$ cat src/common/sd_host_config.svh
`ifndef SD_HOST_CONFIG_SVH
`define SD_HOST_CONFIG_SVH

// bus widths
`define SD_ADR_W        5
`define SD_DATA_W       128

// plain registers at 0..15, the last one is the status word
`define SD_NUM_REGS     16
`define SD_STATUS_REG   15

// execute and fifo ports, 20..31 unmapped
`define SD_ADR_CMD      16
`define SD_ADR_FIFO_WR  17
`define SD_ADR_FIFO_RD  18
`define SD_ADR_DATA     19

// fifo sizing, count has to hold DEPTH itself
`define SD_FIFO_DEPTH   8
`define SD_CNT_W        4

// status word layout
`define SD_ST_CMD_BUSY  0
`define SD_ST_DATA_BUSY 1
`define SD_ST_WCNT_LSB  8
`define SD_ST_RCNT_LSB  16

`endif

$ cat src/common/sd_host_pkg.sv
`include "sd_host_config.svh"

package sd_host_pkg;

	// command word as written to address 16
	// upper part is unused by the card side
	typedef struct packed {
		logic [`SD_DATA_W-41:0] reserved;
		logic [1:0]             resp_type;
		logic [5:0]             cmd_index;
		logic [31:0]            argument;
	} sd_cmd_fields_t;

	// raw view for bus readback, fields view for issuing the command
	typedef union packed {
		logic [`SD_DATA_W-1:0] raw;
		sd_cmd_fields_t        fields;
	} sd_cmd_word_u;

endpackage

$ cat src/hw/wb_regs.sv
`timescale 1ns/100ps
`include "sd_host_config.svh"

module wb_regs (
	input  logic                      wb_clock,
	input  logic                      rst_n_i,
	input  logic                      strobe_i,
	input  logic                      we_i,
	input  logic [`SD_ADR_W-1:0]      adr_i,
	input  logic [`SD_DATA_W-1:0]     wb_data_i,
	output logic [`SD_DATA_W-1:0]     wb_data_o,
	output logic                      ack_o,
	output logic                      err_o,
	output logic                      cmd_we_o,
	output logic                      data_we_o,
	output logic [`SD_DATA_W-1:0]     exec_word_o,
	input  logic                      cmd_busy_i,
	input  logic                      data_busy_i,
	input  sd_host_pkg::sd_cmd_word_u last_cmd_i,
	input  logic [`SD_DATA_W-1:0]     last_desc_i,
	output logic                      wr_push_o,
	input  logic                      wr_full_i,
	input  logic [`SD_CNT_W-1:0]      wr_count_i,
	output logic                      rd_pop_o,
	input  logic                      rd_empty_i,
	input  logic [`SD_DATA_W-1:0]     rd_head_i,
	input  logic [`SD_CNT_W-1:0]      rd_count_i
);

localparam int REG_IDX_W = $clog2(`SD_NUM_REGS);
localparam logic [`SD_ADR_W-1:0] ADR_STATUS  = `SD_ADR_W'(`SD_STATUS_REG);
localparam logic [`SD_ADR_W-1:0] ADR_CMD     = `SD_ADR_W'(`SD_ADR_CMD);
localparam logic [`SD_ADR_W-1:0] ADR_FIFO_WR = `SD_ADR_W'(`SD_ADR_FIFO_WR);
localparam logic [`SD_ADR_W-1:0] ADR_FIFO_RD = `SD_ADR_W'(`SD_ADR_FIFO_RD);
localparam logic [`SD_ADR_W-1:0] ADR_DATA    = `SD_ADR_W'(`SD_ADR_DATA);

logic                  take;
logic                  legal;
logic                  accept;
logic                  reg_wr;
logic [`SD_DATA_W-1:0] status_word;
logic [`SD_DATA_W-1:0] rd_word;
logic [`SD_DATA_W-1:0] regs_q [0:`SD_NUM_REGS-2];

// new access only when no reply is on the bus
assign take   = strobe_i & ~ack_o & ~err_o;
assign accept = take & legal;
assign reg_wr = accept & we_i & (adr_i < ADR_STATUS);

always_comb
begin
	status_word = '0;
	status_word[`SD_ST_CMD_BUSY] = cmd_busy_i;
	status_word[`SD_ST_DATA_BUSY] = data_busy_i;
	status_word[`SD_ST_WCNT_LSB +: `SD_CNT_W] = wr_count_i;
	status_word[`SD_ST_RCNT_LSB +: `SD_CNT_W] = rd_count_i;
end

// legality and read data per address
always_comb
begin
	legal = 1'b1;
	rd_word = '0;
	case (adr_i)
		ADR_STATUS:
		begin
			legal = ~we_i;
			rd_word = status_word;
		end
		ADR_CMD:
		begin
			legal = ~(we_i & cmd_busy_i);
			rd_word = last_cmd_i.raw;
		end
		// write port reads back as zero
		ADR_FIFO_WR:
			legal = ~(we_i & wr_full_i);
		ADR_FIFO_RD:
		begin
			legal = we_i | ~rd_empty_i;
			rd_word = rd_head_i;
		end
		ADR_DATA:
		begin
			legal = ~(we_i & data_busy_i);
			rd_word = last_desc_i;
		end
		default:
		begin
			if (adr_i < ADR_STATUS)
				rd_word = regs_q[adr_i[REG_IDX_W-1:0]];
			else
				legal = 1'b0;
		end
	endcase
end

always_ff @(posedge wb_clock or negedge rst_n_i)
begin
	if (!rst_n_i)
	begin
		for (int i = 0; i < `SD_NUM_REGS - 1; i++)
			regs_q[i] <= '0;
	end
	else if (reg_wr)
		regs_q[adr_i[REG_IDX_W-1:0]] <= wb_data_i;
end

// one-cycle reply with the side-effect pulses on the same edge
always_ff @(posedge wb_clock or negedge rst_n_i)
begin
	if (!rst_n_i)
	begin
		ack_o <= 1'b0;
		err_o <= 1'b0;
		cmd_we_o <= 1'b0;
		data_we_o <= 1'b0;
		wr_push_o <= 1'b0;
		rd_pop_o <= 1'b0;
	end
	else
	begin
		ack_o <= accept;
		err_o <= take & ~legal;
		cmd_we_o <= accept & we_i & (adr_i == ADR_CMD);
		data_we_o <= accept & we_i & (adr_i == ADR_DATA);
		wr_push_o <= accept & we_i & (adr_i == ADR_FIFO_WR);
		rd_pop_o <= accept & ~we_i & (adr_i == ADR_FIFO_RD);
	end
end

always_ff @(posedge wb_clock)
begin
	if (take)
	begin
		wb_data_o <= rd_word;
		exec_word_o <= wb_data_i;
	end
end

a_req_known: assert property (@(posedge wb_clock) disable iff (!rst_n_i)
	strobe_i |-> !$isunknown({we_i, adr_i}))
	else $error("bus request with unknown direction or address");

endmodule

$ cat config.mk
export PLATFORM = sky130hd
export DESIGN_NAME = wb_regs
export DESIGN_NICKNAME = d
export VERILOG_FILES = /design/src/common/sd_host_pkg.sv /design/src/hw/wb_regs.sv
export VERILOG_INCLUDE_DIRS = /design/src /design/src/common
export SDC_FILE = /design/constraint.sdc
export NUM_CORES = 2
export LEC_CHECK = 0
export ABC_AREA = 1
export BUFFER_PORTS_ARGS = -buffer_cell sky130_fd_sc_hd__buf_2
export CORE_MARGIN = 2
export CORE_UTILIZATION = 45
export CTS_CLUSTER_SIZE = 30
export DETAILED_ROUTE_END_ITERATION = 8
export PLACE_DENSITY_LB_ADDON = 0.05
export RECOVER_POWER = 25
export SLEW_MARGIN = 20
export SYNTH_ARGS = -nofsm -noshare
export SYNTH_HDL_FRONTEND = slang
export SYNTH_SLANG_ARGS = --single-unit
$ cat constraint.sdc
create_clock -name wb_clock -period 63.5 [get_ports wb_clock]
set_input_delay 3.175 -clock wb_clock [delete_from_list [all_inputs] [get_ports wb_clock]]
set_output_delay 3.175 -clock wb_clock [all_outputs]
set_load 0.02 [all_outputs]
Yosys cells after proc, flatten, opt, wreduce, memory -nomap -nowiden

Index checks and enable logic that the tools add are counted.

Flip-flop bits (word level): 2182
Bits of input ports: 533
Logic and storage cells: 66
Output and inout port bits: 262

Order comparisons: 3
Bitwise gates (word level): 24
Equality and inequality tests: 5
Reductions and logical operators: 1
Multiplexer cells: 10

Operator list:

| kind               | count |
|---|---|
| $bwmux 1920        | 1 |
| $pmux 128 s5       | 1 |
| $bmux 128 s4       | 1 |
| $demux 128 s4      | 1 |
| $mux 128           | 4 |
| $eq 5x5->1 const B | 4 |
| $and 1x1->1        | 14 |
| $not 1->1          | 8 |
| $eq 5x4->1 const B | 1 |
| $ge 5x5->1 const B | 1 |
| $lt 5x1->1 const B | 1 |
| $lt 5x4->1 const B | 1 |
| $not 4->5          | 1 |
| $pmux 1 s5         | 1 |
| $logic_and 1x1->1  | 1 |
| $mux 1             | 1 |
| $or 1x1->1         | 1 |

Longest topological paths before layout

Depth after elaboration: 6
Mapped depth: 13
Gate-level depth less buffers: 11

Worst setup path before layout

OpenSTA, ideal clock, no wires.

Kind: input to register
Start point: in strobe_i
End point: reg regs_q[1011] in the netlist's numbering
Setup slack: 39.003 ns
Cell stages on the path: 8
Arrival: 24.414 ns
Cell sequence: inv_1 -> nor3_1 -> nand4_2 -> nor3_1 -> buf_2 -> buf_1 -> nand2_1 -> o21ai_0

Word-level cells in the longest chain between the ends: 5

Ends and longest elaborated chain:

| element                         | RTL line       | source |
|---|---|---|
| from (decl)                     | wb_regs.sv:7   | `input logic strobe_i,` |
| $and 1x1->1 (2 in a row)        | wb_regs.sv:46  | `assign take = strobe_i & ~ack_o & ~err_o;` |
| via take                        | wb_regs.sv:37  | `logic take;` |
| $and 1x1->1                     | wb_regs.sv:47  | `assign accept = take & legal;` |
| $and 1x1->1 (2 in a row)        | wb_regs.sv:48  | `assign reg_wr = accept & we_i & (adr_i < ADR_STATUS);` |
| to (signal, indexed assignment) | wb_regs.sv:106 | `regs_q[adr_i[REG_IDX_W-1:0]] <= wb_data_i;` |
| to (decl)                       | wb_regs.sv:43  | `` logic [`SD_DATA_W-1:0] regs_q [0:`SD_NUM_REGS-2]; `` |

The timed path passes the listed nets, and every way through them passes these cells.
A chain may end at the register's enable or synchronous reset.

==> impl_metrics.yaml <==
die:
  die_y_um: 474.8
  die-area_mm2: 0.2254
  rows: 172
  core_area_mm2: 0.2199
  die_w_um: 474.8
  initial_utilization: 0.4535
  io_pins: 795
logic_synthesis:
  netlist_instances: 12530
  synth-seq-cells: 2182
  syn_nets: 13060
  syn_area_mm2: 0.09973
  seq_area_frac_synth: 0.5603
  yosysWarnings: 0
  ys_types: 24
  avgSynthCellArea_um2: 7.963
grt:
  grt_pass1_wl_um: 550500
  antenna_found_initial: 32
  gr-total-overflow: 0
  grt_pass1_vias: 80530
  grt_max_degree: 194
  gr-usage-all-layers: 0.3336
drt:
  drt-pass1-iter-count: 8
  wire_per_inst_um: 23.81
  drt_iter0_drc: 9049
  drc: 0
  drt-total-wl_um: 381100
  vias: 84720
  vias_per_cell: 5.292
  ant_nets: 0
setup_path:
  path_cells: "clkbuf_1 > clkbuf_1 > clkbuf_1"
  cp_data_arrival_time_ps: 14540
  worst_r2r_path_depth: 3
  critPathCaptureType: "async pin"
  crit_top_cell: "clkbuf_1"
  reg2reg_from: "err_o"
  startpoint: "rst_n_i"
  slowest_stage: "clkbuf_1"
  critical_path.max_stage_delay_ps: 5820
  critPathLaunchType: "input pin"
  required_ps: 63470
  critical_path_class: "input pin to async pin"
  cp_max_fo: 147
place:
  io_buffer_count: 794
  dp_hpwl_um: 227200
  place_congestion: 0.8576
cells_and_area:
  layout.nets: 13360
  area_growth_pct: 13.28
  postLayoutCoreUtil: 0.5137
  n_fill_cell: 21150
  drive_gt1_frac: 0.07801
clock_network:
  path_clk_slew_ps: 60
  clock_sinks: 2182
  post-cts-setup-buffers: 0
  ctsLongestPathBuffers: 3
  htree_num_levels: 4
  cts_root_buf: "clkbuf_16"
  cts_tree: "built"
  cts_buffers: 232
  worstSkewPairLatency_ps: 870
  cts-resized-gates: 0
  ctsHoldBuffers: 0
sta:
  maxSlewHeadroom: -4.672
  finalMaxSlewViolations: 1070
  max_freq_ghz: 0.06863
  period_minus_slack_ps: 14570
  setup-tns-final_ps: 0
  final_hold_viol_count: 0
  final-setup-viol-count: 0
  finClkSkew_ps: 24.22
  worst_pin_slew_ps: 8508
  fin_crit_sh: 0.2295
  grt_setup_unrepaired: "false"
outcome:
  status: "finished with violations"
  failed_checks: "capacitance limit, slew limit"
min_path:
  hold_path_startpoint: "regs_q[210]"
  hold-path-cell-count: 2
  min_path_type: "flip-flop to flip-flop"
run:
  drv_cap: 25
power:
  max-vdd-ir-drop_v: 0.00002345
  cellPowerDensity_mw_per_mm2: 31.45
  p_leak_nw: 56.25
==> critical path, delay by kind of cell <==
family / cells / cell delay, ps
buffers and inverters: 3 / 11140
==> cell type report <==
cell class              count  area (um2)  share of cell area
clock buffers             357        6993             0.06190
clock inverters            82       894.6            0.007918
flip-flops and latches   2182       55880              0.4946
repair buffers            939        4910             0.04346
inverters                1964        7382             0.06534
diodes                     13       32.53           0.0002879
multi-input cells        7512       33180              0.2937
well taps                2958        3701             0.03276
==> report_power, final <==
part	leakage, nW	internal [mW]	total, mW	switching [mW]
registers	21.2	1.61	1.69	0.0790
clock network	3.90	0.822	1.41	0.586
logic	31.2	0.135	0.458	0.323
==> registers in the layout, indices dropped and copies added (netlist names) <==
| register | flops |
|---|---|
| rd_pop_o | 1 |
| err_o | 1 |
| data_we_o | 1 |
| ack_o | 1 |
| wb_data_o | 128 |
| cmd_we_o | 1 |
| exec_word_o | 128 |
| wr_push_o | 1 |
| regs_q | 1920 |
==> metal layers <==
metal | GRT usage | share of wire | up-vias
li1 | - | - | 39520
met1 | 0.4251 | 0.40 | 41120
met2 | 0.5427 | 0.47 | 3380
met3 | 0.05098 | 0.067 | 670
met4 | 0.1884 | 0.067 | 30
met5 | 0.005191 | 0.00049 | -
==> cells in the final DEF, fill, tap and decap left out, drive strengths merged <==
cell         n
nand2     3379
o21ai     2171
inv       1969
dfrtp     1926
nor2       907
a21oi      801
clkbuf     688
buf        608
edfxtp     256
a22o       106
o211ai      67
clkinv      54
o22ai       37
bufinv      17
nor3        16
diode       13
a221oi      12
a211oi      10
clkinvlp     6
nand4        5
nand3        1
==> cells in the mapped netlist <==
cell      number  area [um2]
o211ai_1      67       503.0
a22o_1       106       928.4
nand4_2        1       12.51
a211oi_1      10       75.07
nor2_4         1       11.26
inv_2          1       3.750
clkinv_1       1       3.750
buf_1         43       161.4
clkbuf_1     618        2320
edfxtp_1     256        7687
a221oi_1      12       105.1
o21ai_1       48       240.2
nand2_1     3379       12680
nand4_1        4       25.02
nor2_1       906        3401
buf_2        206        1031
nor3_2         6       60.06
o22ai_1       37       231.5
inv_1       1962        7365
nor3_1        10       50.05
dfrtp_1     1926       48200
nand3_1        1       5.000
a21oi_1      801        4009
o21ai_0     2123       10630
==> path summary, 6_finish.rpt <==
path / endpoint / slack [ps]
max in group wb_clock: wb_data_o[111] / 52110
hold / removal: regs_q[210] / 500
setup / recovery: regs_q[1616] / 48930
setup reg to reg: wb_data_o[111] / 54070
min in group asynchronous: regs_q[1775] / 5590
hold reg to reg: regs_q[210] / 500
==> stage by stage <==
step	total power [mW]	hold WS, ps	cell area, um2	std cells	setup WS, ps
4_1_cts	3.571	502.3	113400	15990	56800
2_1_floorplan	1.964	468.0	99730	12530	39000
6_report	3.553	502.4	113000	16010	48930
3_3_place_gp	2.148	481.4	105500	15560	56030
5_1_grt	3.705	530.0	113000	16000	46670
3_5_place_dp	2.164	487.9	105500	15560	55870
==> kinds of logic (layout without fill, tap and decap cells) <==
| group | Yosys count | count (layout) | share of synthesized area |
|---|---|---|---|
| AND/OR/NAND/NOR | 4308 | 4308 | 0.1629 |
| other | 0 | 13 | 0 |
| AO/OA/AOI/OAI | 3204 | 3204 | 0.1676 |
| flip-flops | 2182 | 2182 | 0.5603 |
| buffers and inverters | 2831 | 3342 | 0.1091 |
No activity file was read; power rests on OpenSTA's default activity.
