### config.mk
export PLATFORM = sky130hd
export DESIGN_NAME = sd_exec_ctrl
export DESIGN_NICKNAME = d
export VERILOG_FILES = /design/src/common/sd_host_pkg.sv /design/src/exec/sd_exec_ctrl.sv
export VERILOG_INCLUDE_DIRS = /design/src /design/src/common
export SDC_FILE = /design/constraint.sdc
export NUM_CORES = 1
export LEC_CHECK = 0
export ABC_AREA = 1
export BUFFER_PORTS_ARGS = -buffer_cell sky130_fd_sc_hd__buf_4
export CAP_MARGIN = 10
export CORE_AREA = 2 2 217 219
export CTS_CLUSTER_SIZE = 24
export DETAILED_ROUTE_END_ITERATION = 16
export DIE_AREA = 0 0 219 221
export PLACE_DENSITY = 0.45
export SETUP_SLACK_MARGIN = 0.1
export SLEW_MARGIN = 0
export SYNTH_ARGS = -nofsm -noshare
export SYNTH_HDL_FRONTEND = slang
export SYNTH_SLANG_ARGS = --single-unit
### constraint.sdc
create_clock -name wb_clock -period 1.35 [get_ports wb_clock]
set_input_delay 0.3375 -clock wb_clock [delete_from_list [all_inputs] [get_ports wb_clock]]
set_output_delay 0.3375 -clock wb_clock [all_outputs]
set_load 0.03 [all_outputs]
### src/common/sd_host_config.svh
`ifndef SD_HOST_CONFIG_SVH
`define SD_HOST_CONFIG_SVH

// bus widths
`define SD_ADR_W        5
`define SD_DATA_W       128

// plain registers at 0..15, the last one is the status word
`define SD_NUM_REGS     16
`define SD_STATUS_REG   15

// execute and fifo ports, 20..31 unmapped
`define SD_ADR_CMD      16
`define SD_ADR_FIFO_WR  17
`define SD_ADR_FIFO_RD  18
`define SD_ADR_DATA     19

// fifo sizing, count has to hold DEPTH itself
`define SD_FIFO_DEPTH   8
`define SD_CNT_W        4

// status word layout
`define SD_ST_CMD_BUSY  0
`define SD_ST_DATA_BUSY 1
`define SD_ST_WCNT_LSB  8
`define SD_ST_RCNT_LSB  16

`endif

### src/common/sd_host_pkg.sv
`include "sd_host_config.svh"

package sd_host_pkg;

	// command word as written to address 16
	// upper part is unused by the card side
	typedef struct packed {
		logic [`SD_DATA_W-41:0] reserved;
		logic [1:0]             resp_type;
		logic [5:0]             cmd_index;
		logic [31:0]            argument;
	} sd_cmd_fields_t;

	// raw view for bus readback, fields view for issuing the command
	typedef union packed {
		logic [`SD_DATA_W-1:0] raw;
		sd_cmd_fields_t        fields;
	} sd_cmd_word_u;

endpackage

### src/exec/sd_exec_ctrl.sv
`timescale 1ns/100ps
`include "sd_host_config.svh"

module sd_exec_ctrl (
	input  logic                      wb_clock,
	input  logic                      rst_n_i,
	input  logic                      cmd_we_i,
	input  logic                      data_we_i,
	input  logic [`SD_DATA_W-1:0]     word_i,
	input  logic                      cmd_done_i,
	input  logic                      data_done_i,
	output logic                      cmd_start_o,
	output logic [5:0]                cmd_index_o,
	output logic [31:0]               cmd_arg_o,
	output logic [1:0]                cmd_resp_type_o,
	output logic                      data_start_o,
	output logic [`SD_DATA_W-1:0]     data_desc_o,
	output logic                      cmd_busy_o,
	output logic                      data_busy_o,
	output sd_host_pkg::sd_cmd_word_u last_cmd_o,
	output logic [`SD_DATA_W-1:0]     last_desc_o
);

// channel slots in the control vectors
localparam int CH_CMD  = 0;
localparam int CH_DATA = 1;

logic [1:0]                we_v;
logic [1:0]                done_v;
logic [1:0]                start_q;
logic [1:0]                busy_q;
sd_host_pkg::sd_cmd_word_u cmd_word_q;
logic [`SD_DATA_W-1:0]     desc_q;

assign we_v[CH_CMD]    = cmd_we_i;
assign we_v[CH_DATA]   = data_we_i;
assign done_v[CH_CMD]  = cmd_done_i;
assign done_v[CH_DATA] = data_done_i;

// start is a one-cycle echo of the write, busy holds until done
always_ff @(posedge wb_clock or negedge rst_n_i)
begin
	if (!rst_n_i)
	begin
		start_q <= '0;
		busy_q <= '0;
	end
	else
	begin
		start_q <= we_v;
		busy_q <= we_v | (busy_q & ~done_v);
	end
end

// last words stay readable over the bus
always_ff @(posedge wb_clock or negedge rst_n_i)
begin
	if (!rst_n_i)
	begin
		cmd_word_q <= '0;
		desc_q <= '0;
	end
	else
	begin
		if (cmd_we_i)
			cmd_word_q <= word_i;
		if (data_we_i)
			desc_q <= word_i;
	end
end

assign cmd_start_o     = start_q[CH_CMD];
assign data_start_o    = start_q[CH_DATA];
assign cmd_busy_o      = busy_q[CH_CMD];
assign data_busy_o     = busy_q[CH_DATA];

// command fields straight from the decoded view
assign cmd_index_o     = cmd_word_q.fields.cmd_index;
assign cmd_arg_o       = cmd_word_q.fields.argument;
assign cmd_resp_type_o = cmd_word_q.fields.resp_type;
assign last_cmd_o      = cmd_word_q;

// descriptor goes out untouched
assign data_desc_o     = desc_q;
assign last_desc_o     = desc_q;

// bus side must refuse a new write while the channel runs
a_no_write_busy: assert property (@(posedge wb_clock) disable iff (!rst_n_i)
	(we_v & busy_q) == 2'b00)
	else $error("execute write while channel busy");

endmodule

# Yosys cells after proc, flatten, opt, wreduce, memory -nomap -nowiden
# Cells that the tools add are included.
# word_totals
word_cells	7
input_bits	134
register_bits	260
output_inout_bits	428
# op_classes
bitwise	3
# op_table
op	n
AND 2 bit	1
inverter 2 bit	1
OR 2 bit	1

# Longest topological paths before layout
# Gate-level depths: netlist of run 1.
# logic_depth
word_depth	3
mapped_depth	5
ltp_nobuf	3

# Least setup slack after synthesis of run 1
# Ideal clock, no wire load.
# synth_path
path_type	reg2out
start	register cmd_word_q, in the netlist last_cmd_o[0]
end	output port last_cmd_o[0] in the netlist's numbering
path_slack_ns	0.292
stages_incl_launch_ff	2
arrival_ns	0.721
path_buffers	1
required_ns	1.013
cell_sequence	dfrtp_1 -> buf_4
# synth_lines
element	line_no	rtl
from (decl)	sd_exec_ctrl.sv:32	sd_host_pkg::sd_cmd_word_u cmd_word_q;
from (signal assigned)	sd_exec_ctrl.sv:66	cmd_word_q <= word_i;
to (decl)	sd_exec_ctrl.sv:20	output sd_host_pkg::sd_cmd_word_u last_cmd_o,
# No word-level cell between the ends.

# Worst setup path after layout of run 1
# layout_path
start	register desc_q[100] (netlist: data_desc_o[100])
end	output port last_desc_o[100]
# layout_lines
element	line_no	rtl
from (decl)	sd_exec_ctrl.sv:33	logic [`SD_DATA_W-1:0] desc_q;
from (signal assigned)	sd_exec_ctrl.sv:68	desc_q <= word_i;
to (decl)	sd_exec_ctrl.sv:21	output logic [`SD_DATA_W-1:0] last_desc_o
# No word-level cell between the ends.

==> impl_metrics.toml, run 1 <==
[status]
status = "finished, violations left"
violations = "setup timing"

[synthesis]
synth_nets = 1394
syn-cell-area_sq_um = 11200
synth_seq_area_share_pct = 58.10
synthCells = 1260
synth_warnings = 0
ys_ff_latch = 260
synth_cell_type_count = 7
synth.avg_cell_area_sq_um = 8.887

[sta]
setup_viol = 428
max_freq_mhz = 655.6
finalCritPeriodShare_pct = 113.0
rsz0062_at_grt = "yes"
finalCriticalPeriod_ns = 1.525
totalNegativeSetupSlack_ns = -50.09
tightest_slew_ns = 0.4707
finClkSkew_ns = 0
timing_hold_violations_final = 0
relSlewSlack_pct = 68.62
finalMaxSlewViolations = 0
setup_ws_ns = -0.1754

[grt]
grt_util_all_layers_pct = 16.09
grt_pass1_wl_microns = 61760
grt_max_degree = 57
overflow = 0
antenna_found_initial = 1
grt_pass1_vias = 10440

[clock_network]
clkTransAtPathRegs_ns = 0.06
clock_tree.root_cell = "clkbuf_16"
cts_tree = "done"
cts-htree-levels = 1
cts_num_sinks = 260
worstSkewPairLatency_ns = 0.56
cts_inserted_buffers = 30
clk_path_buf_depth = 3

[placement]
hpwl_microns = 27660
placed_area_sq_um = 14830
port_buffers = 561
gp_congestion = 0.7843
dp.cells = 2233

[route]
detail-route-antenna-nets = 0
num_vias = 10223
drt_iter0_markers = 510
wire_per_inst_microns = 16.06
viasPerCell = 4.050
drt-total-wl_microns = 40530
firstDrtPassIters = 7
drc = 0

[floorplanning]
ios = 562
fp.dieH_microns = 221
die-area_sq_um = 48400
die_w_microns = 219
rows = 79
start_util_pct = 24.31
core_region_area_sq_um = 46060

[finish]
fin_nets = 2027
syn_to_final_growth_pct = 74.61
drive_gt1_share_pct = 41.21
final_area_sq_um = 19550
final_common_cell = "nand2_1"
stdcell_count = 2524
n_antenna_cell = 0
final_cell_mix = "nand2_1 (772), buf_6 (422), buf_4 (254), dfrtp_1 (218), dlygate4sd3_1 (131)"
fillers = 4544

[worst_setup_path]
cp.arrival_ns = 1.19
critPathBufInv = 1
path_class = "reg -> out"
crit_fanout = 3
startpoint_type = "register"
endpoint_kind = "primary output"
critical_path_required_ns = 1.01
crit_chain = "buf_6"
cp_slowest_cell = "dfrtp_2"
crit_family = "flip-flops"
slowest_delay_ns = 0.47
ff2ff_setup_slack_ns = 0.44

[job]
cap_violations = 0

[power_and_ir_drop]
p_leak_nw = 10.38
power.density_nw_per_um2 = 1264
irDropWorstVdd_v = 0.0007673

[worst_hold_path]
hp-class = "in -> reg"
## state kept, by name, summed over array words and instances (netlist names)
| name | cells |
|---|---|
| start_q | 2 |
| last_cmd_o | 128 |
| data_desc_o | 128 |
| busy_q | 2 |
## synthesized netlist by cell type
| cell | count | area share (%) |
|---|---|---|
| buf_2 | 6 | 0.27 |
| inv_2 | 2 | 0.067 |
| inv_1 | 2 | 0.067 |
| buf_4 | 188 | 13 |
| buf_6 | 30 | 3.0 |
| dfrtp_1 | 260 | 58 |
| nand2_1 | 772 | 26 |
## per-stage QoR
stage	setup slack [ns]	util [%]	total power [mW]	hold WS (ns)
finish	-0.1754	42.45	24.72	0.1992
detailed placement	0.2008	32.20	15.22	0.2949
global route	-0.2087	42.45	25.82	0.1831
floorplan	0.2916	-	12.93	0.04191
global placement	0.1964	32.20	15.19	0.2953
CTS	-0.2092	41.47	24.81	0.1727
## metal layers
metal / GRT usage, % / part of all wire (%)
met1: 19.45 / 40
met2: 28.89 / 51
met3: 3.354 / 6.4
met4: 4.054 / 1.9
met5: 0 / 0.032
## what timing repair did
action,in CTS,in global routing
endpoints found under the hold margin,276,0
hold buffers,131,0
buffers inserted,52,52
gates resized for setup,432,32
endpoints found under the setup margin,428,428
## cells by family after synthesis
logic type | synth area share, %
simple gates | 25.88
flops | 58.10
buf+inv | 16.02
## report_power, final
part,switching (mW),internal [mW]
clock network,3.32,4.73
logic,4.01,3.32
registers,0.833,8.51
total,8.16,16.6
## final timing paths
path                                        from          endpoint  cells past startpoint
worst max-delay path            data_desc_o[100]  last_desc_o[100]                      1
worst min-delay path                   data_we_i        start_q[1]                      2
max in group asynchronous                rst_n_i   data_desc_o[71]                      3
worst max register to register    last_cmd_o[26]    last_cmd_o[26]                      4
worst min register to register    last_cmd_o[58]    last_cmd_o[58]                      2
min in group asynchronous                rst_n_i   data_desc_o[43]                      2
## final cells by class
cell class | count | area, sq um | area share (%)
timing repair buffer | 825 | 8325 | 42.58
inverter | 4 | 20.02 | 0.1024
clock inverter | 11 | 63.81 | 0.3263
tap | 607 | 759.5 | 3.884
clock buffer | 45 | 928.4 | 4.748
multi-input combinational | 772 | 2898 | 14.82
sequential | 260 | 6559 | 33.54
Note: power is estimated with default switching activity, not from simulation.
==> inputs of run 2 (changes only) <==
- CELL_PAD_IN_SITES_DETAIL_PLACEMENT: not set -> 0
- CELL_PAD_IN_SITES_GLOBAL_PLACEMENT: not set -> 1
- PLACE_DENSITY: 0.45 -> 0.6
==> run 2 against run 1 <==
  * The run still ends with setup timing left
  * Via count down 2.1%
  * Sequential share of layout area decreased by 0.069 points
  * Combinational power barely moved
  * First-iteration DRC count decreased by 8.8%
  * Clock power increased by 7.0%
  * Critical endpoint is now cmd_arg_o[29]
==> impl_metrics.toml, run 2 (synthesis gave the netlist of run 1 again) <==
[route]
drt_iter0_markers = 465
num_vias = 10006
viasPerCell = 3.963
wire_per_inst_microns = 16.10
drc = 0
firstDrtPassIters = 4
detail-route-antenna-nets = 0
drt-total-wl_microns = 40660

[sta]
rsz0062_at_grt = "yes"
totalNegativeSetupSlack_ns = -54.77
setup_ws_ns = -0.1935
finalMaxSlewViolations = 0
finalCriticalPeriod_ns = 1.544
max_freq_mhz = 647.9
finClkSkew_ns = 0
whs_ns = 0.2039
tightest_slew_ns = 0.3177
timing_hold_violations_final = 0
setup_viol = 428
finalCritPeriodShare_pct = 114.3
relSlewSlack_pct = 78.82

[placement]
dp.cells = 2240
gp_congestion = 0.7763
port_buffers = 561
hpwl_microns = 28070

[grt]
grt_pass1_vias = 10321
overflow = 0
grt_util_all_layers_pct = 16.22
grt_pass1_wl_microns = 61800
antenna_found_initial = 0
grt_max_degree = 56

[clock_network]
cts_num_sinks = 260
cts_tree = "done"
clkTransAtPathRegs_ns = 0.06
cts_inserted_buffers = 31
clock_tree.root_cell = "clkbuf_16"
cts-htree-levels = 1
worstSkewPairLatency_ns = 0.56
clk_path_buf_depth = 3

[floorplanning]
die_w_microns = 219
die-area_sq_um = 48400
start_util_pct = 24.31
core_region_area_sq_um = 46060
rows = 79
fp.dieH_microns = 221
ios = 562

[power_and_ir_drop]
power.density_nw_per_um2 = 1286
p_leak_nw = 10.38
irDropWorstVdd_v = 0.0008389

[finish]
regArea_sq_um = 6581
fin_nets = 2028
drive_gt1_share_pct = 42.18
fillers = 4535
final_cell_mix = "nand2_1 (772), buf_6 (428), buf_4 (248), dfrtp_1 (200), dlygate4sd3_1 (131)"
stdcell_count = 2525
final_common_cell = "nand2_1"
n_antenna_cell = 0
syn_to_final_growth_pct = 75.58
multi_input_area_sq_um = 2898

[worst_setup_path]
slowest_delay_ns = 0.47
critPathBufInv = 1
cp_slowest_cell = "dfrtp_2"
crit_fanout = 3
path_class = "reg -> out"
cp.arrival_ns = 1.21
startpoint_type = "register"
crit_family = "flip-flops"
crit_chain = "buf_6"
critical_path_required_ns = 1.01
endpoint_kind = "primary output"

[status]
violations = "setup timing"
status = "finished, violations left"

[job]
cap_violations = 0

[worst_hold_path]
hp-class = "in -> reg"
==> run 2: cell types whose count changed in the layout (fill, tap and decap cells not counted), moves of 3 or more <==
cell / previous run / this run
buf_4: 254 / 248
buf_6: 422 / 428
bufinv_16: 0 / 3
clkbuf_8: 10 / 7
dfrtp_1: 218 / 200
dfrtp_2: 42 / 60
==> run 2: layout make-up <==
cell class              instances  share of cell area [%]
clock buffers                  42                   4.512
inverters                       4                  0.1018
flip-flops and latches        260                   33.47
multi-input cells             772                   14.74
clock inverters                15                  0.8527
repair buffers                825                   42.46
well taps                     607                   3.863
==> run 2: where the power goes <==
group          switching, mW  leakage (nW)  internal, mW
Sequential             0.851          3.09          8.52
Clock                   3.45         0.512          5.16
Combinational           3.98          6.77          3.33
==> run 2: per-layer routing <==
layer / vias up / track usage, % / part of all wire [%]
met2: 336 / 29.37 / 51
met5: - / 0 / 0
met1: 4746 / 19.76 / 41
met4: 0 / 2.703 / 1.6
li1: 4886 / - / -
met3: 38 / 3.656 / 6.7
==> run 2: final timing paths <==
path,from,endpoint,slack [ns],depth (start not counted)
worst max-delay path,last_cmd_o[29],cmd_arg_o[29],-0.19,1
worst min-delay path,data_we_i,data_desc_o[83],0.20,4
worst max register to register,data_desc_o[86],data_desc_o[86],0.45,4
worst min register to register,last_cmd_o[54],last_cmd_o[54],0.49,2
max in group asynchronous,rst_n_i,data_desc_o[86],0.45,3
min in group asynchronous,rst_n_i,last_cmd_o[54],0.26,2
==> run 2: what timing repair did <==
item / 4_1_cts / 5_1_grt
setup endpoints to repair: 428 / 428
hold buffers: 131 / 0
resized for setup: 462 / 26
setup buffers: 58 / 39
endpoints found under the hold margin: 446 / 0
==> run 2: through the flow <==
step	power [mW]	utilization, %	setup slack (ns)	cell area, sq um
global placement	15.22	32.32	0.1659	14890
CTS	25.49	41.97	-0.2548	19330
global route	26.43	42.68	-0.2309	19660
floorplan	12.93	-	0.2916	11200
finish	25.28	42.68	-0.1935	19660
detailed placement	15.25	32.32	0.1402	14890
