### config.mk
export PLATFORM = sky130hd
export DESIGN_NAME = sd_fifo
export DESIGN_NICKNAME = d
export VERILOG_FILES = /design/src/fifo/sd_fifo.sv
export VERILOG_INCLUDE_DIRS = /design/src /design/src/common
export SDC_FILE = /design/constraint.sdc
export NUM_CORES = 1
export LEC_CHECK = 0
export ABC_AREA = 0
export BUFFER_PORTS_ARGS = -buffer_cell sky130_fd_sc_hd__buf_2
export CORE_ASPECT_RATIO = 1.25
export CORE_MARGIN = 2
export CORE_UTILIZATION = 59
export CTS_BUF_LIST = sky130_fd_sc_hd__clkbuf_8 sky130_fd_sc_hd__clkbuf_16
export DETAILED_ROUTE_END_ITERATION = 10
export MAX_ROUTING_LAYER = met4
export PLACE_DENSITY = 0.8
export SLEW_MARGIN = 20
export SYNTH_ARGS = -nofsm -noshare
export SYNTH_HDL_FRONTEND = slang
export SYNTH_SLANG_ARGS = --single-unit
### constraint.sdc
create_clock -name wb_clock -period 41.3 [get_ports wb_clock]
set_input_delay 4.13 -clock wb_clock [delete_from_list [all_inputs] [get_ports wb_clock]]
set_output_delay 4.13 -clock wb_clock [all_outputs]
set_load 0.03 [all_outputs]
### src/common/sd_host_config.svh
`ifndef SD_HOST_CONFIG_SVH
`define SD_HOST_CONFIG_SVH

// bus widths
`define SD_ADR_W        5
`define SD_DATA_W       128

// plain registers at 0..15, the last one is the status word
`define SD_NUM_REGS     16
`define SD_STATUS_REG   15

// execute and fifo ports, 20..31 unmapped
`define SD_ADR_CMD      16
`define SD_ADR_FIFO_WR  17
`define SD_ADR_FIFO_RD  18
`define SD_ADR_DATA     19

// fifo sizing, count has to hold DEPTH itself
`define SD_FIFO_DEPTH   8
`define SD_CNT_W        4

// status word layout
`define SD_ST_CMD_BUSY  0
`define SD_ST_DATA_BUSY 1
`define SD_ST_WCNT_LSB  8
`define SD_ST_RCNT_LSB  16

`endif

### src/fifo/sd_fifo.sv
`timescale 1ns/100ps
`include "sd_host_config.svh"

module sd_fifo #(
	parameter int DEPTH = `SD_FIFO_DEPTH
) (
	input  logic                  wb_clock,
	input  logic                  rst_n_i,
	input  logic                  push_i,
	input  logic [`SD_DATA_W-1:0] data_i,
	input  logic                  pop_i,
	output logic [`SD_DATA_W-1:0] data_o,
	output logic                  full_o,
	output logic                  empty_o,
	output logic [`SD_CNT_W-1:0]  count_o
);

localparam int PTR_W = (DEPTH > 1) ? $clog2(DEPTH) : 1;
localparam logic [PTR_W-1:0]     LAST_PTR = PTR_W'(DEPTH - 1);
localparam logic [`SD_CNT_W-1:0] FULL_CNT = `SD_CNT_W'(DEPTH);

logic [`SD_DATA_W-1:0] mem [0:DEPTH-1];
logic [PTR_W-1:0]      wr_ptr_q;
logic [PTR_W-1:0]      rd_ptr_q;
logic [`SD_CNT_W-1:0]  count_q;
logic                  do_push;
logic                  do_pop;

assign full_o  = (count_q == FULL_CNT);
assign empty_o = (count_q == '0);
assign do_push = push_i & ~full_o;
assign do_pop  = pop_i & ~empty_o;
assign count_o = count_q;

// head is visible without a pop
assign data_o = mem[rd_ptr_q];

always_ff @(posedge wb_clock)
begin
	if (do_push)
		mem[wr_ptr_q] <= data_i;
end

always_ff @(posedge wb_clock or negedge rst_n_i)
begin
	if (!rst_n_i)
	begin
		wr_ptr_q <= '0;
		rd_ptr_q <= '0;
		count_q <= '0;
	end
	else
	begin
		if (do_push)
			wr_ptr_q <= (wr_ptr_q == LAST_PTR) ? '0 : wr_ptr_q + 1'b1;
		if (do_pop)
			rd_ptr_q <= (rd_ptr_q == LAST_PTR) ? '0 : rd_ptr_q + 1'b1;
		// simultaneous push and pop leaves the count alone
		case ({do_push, do_pop})
			2'b10: count_q <= count_q + 1'b1;
			2'b01: count_q <= count_q - 1'b1;
			default: count_q <= count_q;
		endcase
	end
end

a_no_overflow: assert property (@(posedge wb_clock) disable iff (!rst_n_i)
	!(push_i && full_o))
	else $error("push into full fifo");

a_no_underflow: assert property (@(posedge wb_clock) disable iff (!rst_n_i)
	!(pop_i && empty_o))
	else $error("pop from empty fifo");

endmodule

After elaboration in Yosys (flattened, before gate mapping)

Memory sizes are Yosys's and may differ from the RTL's.
Index checks and enable logic that the tools add are counted.
Widths: inputs -> output; s select.

Input bits: 132
Memories kept: 1
Bits in read-only memories: 0
Latch bits: 0
Output and inout port bits: 134
Memory bits (writable): 1024
Logic and storage cells: 24
Bits in registers: 10

Memory list:

| name | words | bits a word | rd ports | clocked after memory_dff | write ports | RTL line      | source |
|---|---|---|---|---|---|---|---|
| mem  | 8     | 128         | 1        | 0                        | 1           | sd_fifo.sv:22 | `` logic [`SD_DATA_W-1:0] mem [0:DEPTH-1]; `` |

$lt $le $gt $ge: 0
Reduce and logical (&&, ||, !) cells: 2
Shift-type cells: 0
Equal/unequal tests: 5
Mux-type cells: 5
Add/sub/neg operators: 4
Multipliers: 0
Div/mod/pow operators: 0
Bitwise gates (word level): 4

Operators with widths:

| operator            | count |
|---|---|
| $pmux 4 s2          | 1 |
| $add 3x1->3 const B | 2 |
| $eq 3x3->1 const B  | 2 |
| $mux 3              | 2 |
| $add 4x1->4 const B | 1 |
| $eq 4x4->1 const B  | 1 |
| $logic_not 4->1     | 1 |
| $sub 4x1->4 const B | 1 |
| $and 1x1->1         | 2 |
| $eq 2x1->1 const B  | 1 |
| $eq 2x2->1 const B  | 1 |
| $mux 1              | 2 |
| $not 1->1           | 2 |
| $reduce_bool 2->1   | 1 |

Longest topological paths before layout

Gate-level depths: netlist of run 1.

Word-level depth: 5
Mapped depth: 8

Worst setup path after synthesis of run 1

OpenSTA, ideal clock, no wires.

Path type: input to register
From: in push_i
To: mem mem[0][0] in the netlist's numbering, enable pin
Setup slack: 24090 ps
Cell stages on the path: 2
Required time: 40372 ps
Arrival time: 16282 ps
Cell sequence: nand2_2 nor4_1

Word-level cells in the longest chain between the ends: 3

RTL lines:

| what                         | RTL line      | source |
|---|---|---|
| start, declared              | sd_fifo.sv:9  | `input logic push_i,` |
| $and 1x1->1                  | sd_fifo.sv:31 | `assign do_push = push_i & ~full_o;` |
| $mux 1                       | sd_fifo.sv:40 | `if (do_push)` |
| $mux 1 (implied by the code) | sd_fifo.sv:41 | `mem[wr_ptr_q] <= data_i;` |
| end, declared                | sd_fifo.sv:22 |  |

No other way between the ends.

Worst setup path in the final report of run 1

From: reg rd_ptr_q[0]
To: out data_o[88]

Word-level cells in the longest chain between the ends: 1

RTL lines:

| what                   | RTL line      | source |
|---|---|---|
| start, declared        | sd_fifo.sv:24 | `logic [PTR_W-1:0] rd_ptr_q;` |
| start signal, assigned | sd_fifo.sv:57 | `rd_ptr_q <= (rd_ptr_q == LAST_PTR) ? '0 : rd_ptr_q + 1'b1;` |
| $mem_v2 8x128          | --            |  |
| end, declared          | sd_fifo.sv:12 | `` output logic [`SD_DATA_W-1:0] data_o, `` |

No other way between the ends.

==> impl_results.md, run 1 <==
- Synth warn: 0
- First-pass GRT wire length: 113 mm
- R2r endpoint: mem[3][83]
- Crit start category: flop
- Cell-internal power: approximately 2.3 mW
- PortBufs: 265
- Gates resized, CTS repair: 0
- Max rail drop VDD: approximately 0.000067 V
- Worst-margin pin slew: 1040 ps
- Post-synth EDFFs: around 1000
- Cts hold-fix bufs: 0
- Crit path to: data_o[88]
- H-Tree Depth: 3
- Cell variety after synth: 36
- Total setup buffers inserted after CTS: 0
- Logic gate share of total power: 32.3%
- Clk pin slew, worst setup/hold paths: about 60 ps
- Post-DRT Antenna Nets: 0
- Overall Power: 3.32 mW
- Die Area: 69100 um^2
- Via count: ~17000
- Crit path max fanout: 56
- Vias in the first global route: 18300
- Worst EP required: around 37000 ps
- LEAKAGE: 14.9 nW
- Ports: 266
- WL final: 76.0 mm
- Fin Clk Skew: 18.6 ps
- Share of cells above drive strength 1: 37.7%
- Fin crit share: 20.9%
- Starting Density: around three fifths
- Setup TNS Final: 0 ps
- Die H: a little under 300 um
- Worst Setup SP: rd_ptr_q[0]
- Top cells by area, synth: edfxtp_1 (78%), mux4_2 (8.8%), mux4_1 (6.7%)
- Top FF cell, synth: edfxtp_1
- Seq pwr share: between 40% and 50%
- Hold WC Path Type: flop to flop
- Congestion Overflow GR: 0
- Critical path type: flop to primary output
- Min cycle time layout: 8650 ps
- Max-slew violations: 0
- Setup crit end kind: primary output
- PD cells: 74.1 nW/um^2
- Mapped Area: 39500 um^2
- Latest clock arrival within the worst-skew pair: 640 ps
- Clock Tree Root: clkbuf_16
- Max-Cap Viols: 0
- 1st-iter DRT viols: 1424
- Final setup fails: 0
- Synth top cells by count: edfxtp_1 (1024), mux4_2 (155), mux2_2 (134), mux4_1 (101), buf_6 (23)
- Detailed Place HPWL: roughly 40 mm
- Post-synthesis sequential area ratio: 78.4%
- WL/cell: 27.0 um
- Leading cell type by number of instances after synthesis: edfxtp_1
- Initial DRT Pass Iterations: 5
- CP most frequent cell: buf_4
- Internal reg-to-reg setup slack: 38070 ps
- CTS max path bufs: 3
- Avg Cell Area, Syn: 25.5 um^2
- Critical R2R Launch: count_o[0]
- Num CTS Buffers: 94
- Cell taking the most area after synthesis: edfxtp_1
- CTS tree: built
- Yosys reg bits: between 1000 and 1500
- DRC violations left: 0
- Std cell rows: 106
- Largest net degree at the start of global routing: 129
- Post-synth ARST share: 0.967%
- Final net count: 2000
- Post-Syn Nets: roughly 1700
- Clock group share of total power: 26.0%
- CP peak stage delay: roughly 890 ps
- Antenna violations before repair: 15
- Critical Path AT: 4520 ps
- Core area: ~67000 um^2
- RSZ-0062 raised after global routing: no
- Top-area cell type share of the netlist area: 77.8%
- Status: finished, final reports clean
- Switching power of the nets: 1.07 mW
- R2r worst-path depth: 4
- Max_slew headroom: 30.4%
- Global Route Usage Sum: 22.9%
- Gate Count Post-Synth: 1548
- CP Cell Sequence: buf_4 -> buf_4 -> mux4_1 -> mux2_2 -> buf_2
- Highest Clock Rate: between 100 and 150 MHz
- Post-DR vias/cell: 6.13
- Hold Vio Cnt, Final: 0
- Slowest CP cell: buf_4
- Die width: 236 um
- Sw Share: 32.2%
- # clock sinks: 1034
- Layout area overhead: 13.5%
- Routability cong.: 0.715
## flip-flops by register name (all words and copies together) (netlist names)
name,count
rd_ptr_q,3
count_o,4
mem,1024
wr_ptr_q,3
## per-layer routing
| layer | global-route usage (%) | vias to the layer above | wire length (um) |
|---|---|---|---|
| met5 | - | - | 0 |
| met4 | 8.33 | 0 | 2320 |
| met3 | 4.47 | 137 | 5100 |
| met2 | 37.6 | 603 | 39000 |
| met1 | 28.8 | 9121 | 29600 |
| li1 | - | 7408 | - |
## power by group through the flow
stage	Sequential [mW]	Combinational (mW)	Clock, mW
global placement	1.40	1.07	0
detailed placement	1.41	1.08	0
global route	1.40	1.13	0.921
finish	1.39	1.07	0.864
CTS	1.39	1.09	0.881
floorplan	1.41	0.832	0
## how the worst min path moves through the flow
stage / slack [ps] / depth (start not counted) / start / endpoint
global placement: 590 / 2 / count_o[2] / count_o[2]
floorplan: 590 / 1 / wr_ptr_q[1] / wr_ptr_q[1]
CTS: 610 / 2 / count_o[2] / count_o[2]
global route: 670 / 2 / count_o[2] / count_o[2]
detailed placement: 600 / 2 / count_o[2] / count_o[2]
finish: 620 / 2 / count_o[2] / count_o[2]
## area by class of cell
| type | count | area [um^2] |
|---|---|---|
| inverter | 6 | 22.5 |
| clock buffer | 96 | 2400 |
| sequential | 1034 | 31000 |
| timing repair buffer | 290 | 1580 |
| tap | 864 | 1080 |
| clock inverter | 78 | 704 |
| antenna | 16 | 40.0 |
| multi-input combinational | 434 | 8050 |
| fill | 3990 | 21700 |
## worst max-delay path, delay by kind of cell (launching register included)
kind | cells | cell delay, ps
buffers and inverters | 3 | 1940
flip-flops | 1 | 820
multiplexers | 2 | 990
## kinds of logic (layout without fill, tap and decap cells)
kind of cell,after synthesis,count (layout),share of synthesized area (%)
flops,1034,1034,78.4
mux,391,391,19.4
buf+inv,80,470,1.35
simple gates,25,25,0.361
fa+ha+maj,8,8,0.272
compound gates,8,8,0.168
xor+xnor,2,2,0.0443
other cells,0,16,0
## per-stage QoR
| step | hold slack, ps | instances | setup WS [ps] | instance area, um^2 | utilization, % |
|---|---|---|---|---|---|
| after floorplan | 586 | 1548 | 24090 | 39500 | - |
| after global placement | 588 | 2628 | 33330 | 41700 | 62.7 |
| after detailed placement | 595 | 2628 | 33230 | 41700 | 62.7 |
| after CTS | 612 | 2802 | 32520 | 44800 | 67.4 |
| after global routing | 674 | 2817 | 32340 | 44900 | 67.4 |
| final | 620 | 2818 | 32650 | 44900 | 67.4 |
## placed cells by master, fill, tap and decap left out, types with 10 or more instances in the layout
master and count:
edfxtp_1 1024, buf_2 265, mux4_2 155, mux2_2 134, mux4_1 101, clkbuf_16 96, inv_1 25, buf_4 20
clkinv_1 17, diode_2 16, clkinv_2 13, bufinv_16 12, clkinvlp_4 10
No activity file was read; power rests on OpenSTA's default activity.
==> run 2, diff against run 1 <==
- clock period: 41.3 -> 8.05 ns (I/O delays scaled with it)
==> run 2 against run 1 <==
Power increased to 5.2 times the previous value. Non-clock buffer count rose by 8. Critical endpoint is now data_o[62]. Highest routed layer unchanged. Combinational power grew to 5.2 times the previous value. Sequential power grew to 5.2 times the previous value. Global-route usage up 0.64 points. Core utilization up 0.17 points.
==> impl_results.md, run 2 (same netlist as run 1, synthesis figures left out) <==
- Routability cong.: 0.716 (about the same)
- Detailed Place HPWL: 41.4 mm (+5.7%)
- Layout Utilization: 67.6% (+0.17 points)
- Die Area: 69100 um^2 (unchanged)
- Max-slew violations: 0 (unchanged)
- CTS tree: built
- Via count: 17400 (+0.89%)
- H-Tree Depth: 3 (unchanged)
- Final net count: 2010 (+0.50%)
- Starting Density: 59.4% (unchanged)
- PortBufs: 265 (unchanged)
- CTS max path bufs: 3 (unchanged)
- Ports: 266 (unchanged)
- Worst-margin pin slew: 1090 ps (+43.4 ps)
- Max_slew headroom: 27.5% (-2.9 points)
- Top reg by flops: mem
- Fillers: 4006 (+0.40%)
- Dpl ws: 3910 ps (-29310 ps)
- Std cell rows: 106 (unchanged)
- WL final: 77.8 mm (+2.3%)
- Clock Tree Root: clkbuf_16
- Num CTS Buffers: 96 (+2.1%)
- Congestion Overflow GR: 0 (unchanged)
- Fin Clk Skew: 19.3 ps (+0.698 ps)
- Max-Cap Viols: 0 (unchanged)
- Critical path type: flop to primary output
- Max rail drop VDD: 0.000304 V (+350%)
- Largest net degree at the start of global routing: 135 (+4.7%)
- Die H: 293 um (unchanged)
- Post-DRT Antenna Nets: 0 (unchanged)
- Vias in the first global route: 18400 (+0.46%)
- Latest clock arrival within the worst-skew pair: 650 ps (about the same)
- Most frequent cells in the layout: edfxtp_1 (1024), buf_2 (265), mux4_2 (155), mux2_2 (134), mux4_1 (101)
- Final setup fails: 0 (unchanged)
- Gr busiest metal: met2
- Commonest non-fill, non-tap cell in the layout: edfxtp_1
- Post-DR vias/cell: 6.15 (+0.32%)
- Layout area overhead: 13.8%
- Die width: 236 um (unchanged)
- Antenna violations before repair: 24 (+9)
- Min cycle time layout: approximately 4400 ps
- Worst EP required: 7240 ps (-29930 ps)
- Max FFs per register: 1024 (unchanged)
- WL/cell: 27.5 um (+1.8%)
- Clk pin slew, worst setup/hold paths: 60 ps (about the same)
- First-pass GRT wire length: 116 mm (+2.7%)
- LEAKAGE: 14.9 nW (+0.48%)
- Crit path max fanout: 87 (+55%)
- Fin crit share: 54.5%
- DRC violations left: 0 (unchanged)
- Status: finished, final reports clean
- Total setup buffers inserted after CTS: 0 (unchanged)
- Setup crit end kind: primary output
- Initial DRT Pass Iterations: 7 (+2)
- Met1 Track Usage GR: 30.1% (+1.3 points)
- 1st-iter DRT viols: 1333 (-6.4%)
- PD cells: 381 nW/um^2 (+410%)
- Setup WS post-layout: 3670 ps (-28990 ps)
- Share of cells above drive strength 1: 37.7% (about the same)
- Highest Clock Rate: between 200 and 250 MHz
- Final hold slack: 429 ps (-191 ps)
- Crit start category: flop
- Global Route Usage Sum: 23.5% (+0.64 points)
- Met3 usage: 4.70% (+0.23 points)
- Critical Path AT: 3580 ps (-940 ps)
- Hold Vio Cnt, Final: 0 (unchanged)
- # clock sinks: 1034 (unchanged)
- RSZ-0062 raised after global routing: no
- Hold WC Path Type: primary input to flop
- Core area: 66600 um^2 (unchanged)
- Met2 usage: 38.3% (+0.67 points)
## run 2: final timing paths
| check | end | startpoint | cells after the start | slack, ps |
|---|---|---|---|---|
| max | data_o[62] | rd_ptr_q[0] | 5 | 3670 |
| min | mem[2][38] | data_i[38] | 1 | 430 |
| max reg2reg | mem[2][49] | count_o[0] | 5 | 4710 |
| min reg2reg | count_o[0] | count_o[0] | 1 | 640 |
| max in group asynchronous | rd_ptr_q[0] | rst_n_i | 2 | 7260 |
| min in group asynchronous | count_o[0] | rst_n_i | 2 | 560 |
## run 2: where the power goes
group / internal (mW) / switching, mW
clock: 2.53 / 1.89
combinational: 2.26 / 3.29
sequential: 6.78 / 0.379
## run 2: metrics by stage
step / cell area, um^2 / setup TNS, ps / cells / total power, mW
2_1_floorplan: 39500 / -1053850 / 1548 / 11.5
3_3_place_gp: 41800 / 0 / 2633 / 12.7
3_5_place_dp: 41800 / 0 / 2633 / 12.8
4_1_cts: 44900 / 0 / 2811 / 17.3
5_1_grt: 45000 / 0 / 2834 / 17.8
6_report: 45000 / 0 / 2834 / 17.1
## run 2: metal layers
layer	part of all wire, %	up-vias
li1	-	7448
met1	39	9249
met2	52	608
met3	6.3	118
met4	2.5	0
met5	0	-
## run 2: worst max-delay path: stages, from the launching register on
cell,delay [ps]
dfrtp_4,710
buf_12,350
buf_16,460
mux4_1,670
mux2_2,310
buf_2,190
## run 2: cell type report
| type | instances | area, um^2 | share of cell area [%] |
|---|---|---|---|
| sequential | 1034 | 31000 | 68.9 |
| multi-input combinational | 434 | 8070 | 17.9 |
| clock buffer | 98 | 2450 | 5.45 |
| timing repair buffer | 298 | 1640 | 3.65 |
| tap | 864 | 1080 | 2.40 |
| clock inverter | 79 | 669 | 1.49 |
| antenna | 21 | 52.6 | 0.117 |
| inverter | 6 | 22.5 | 0.0501 |
## run 2: repair_timing
| action | 4_1_cts | 5_1_grt |
|---|---|---|
| endpoints found under the setup margin | 0 | 0 |
| hold endpoints to repair | 1 | 0 |
| hold buffers | 1 | 0 |
| resized for setup | 0 | 0 |
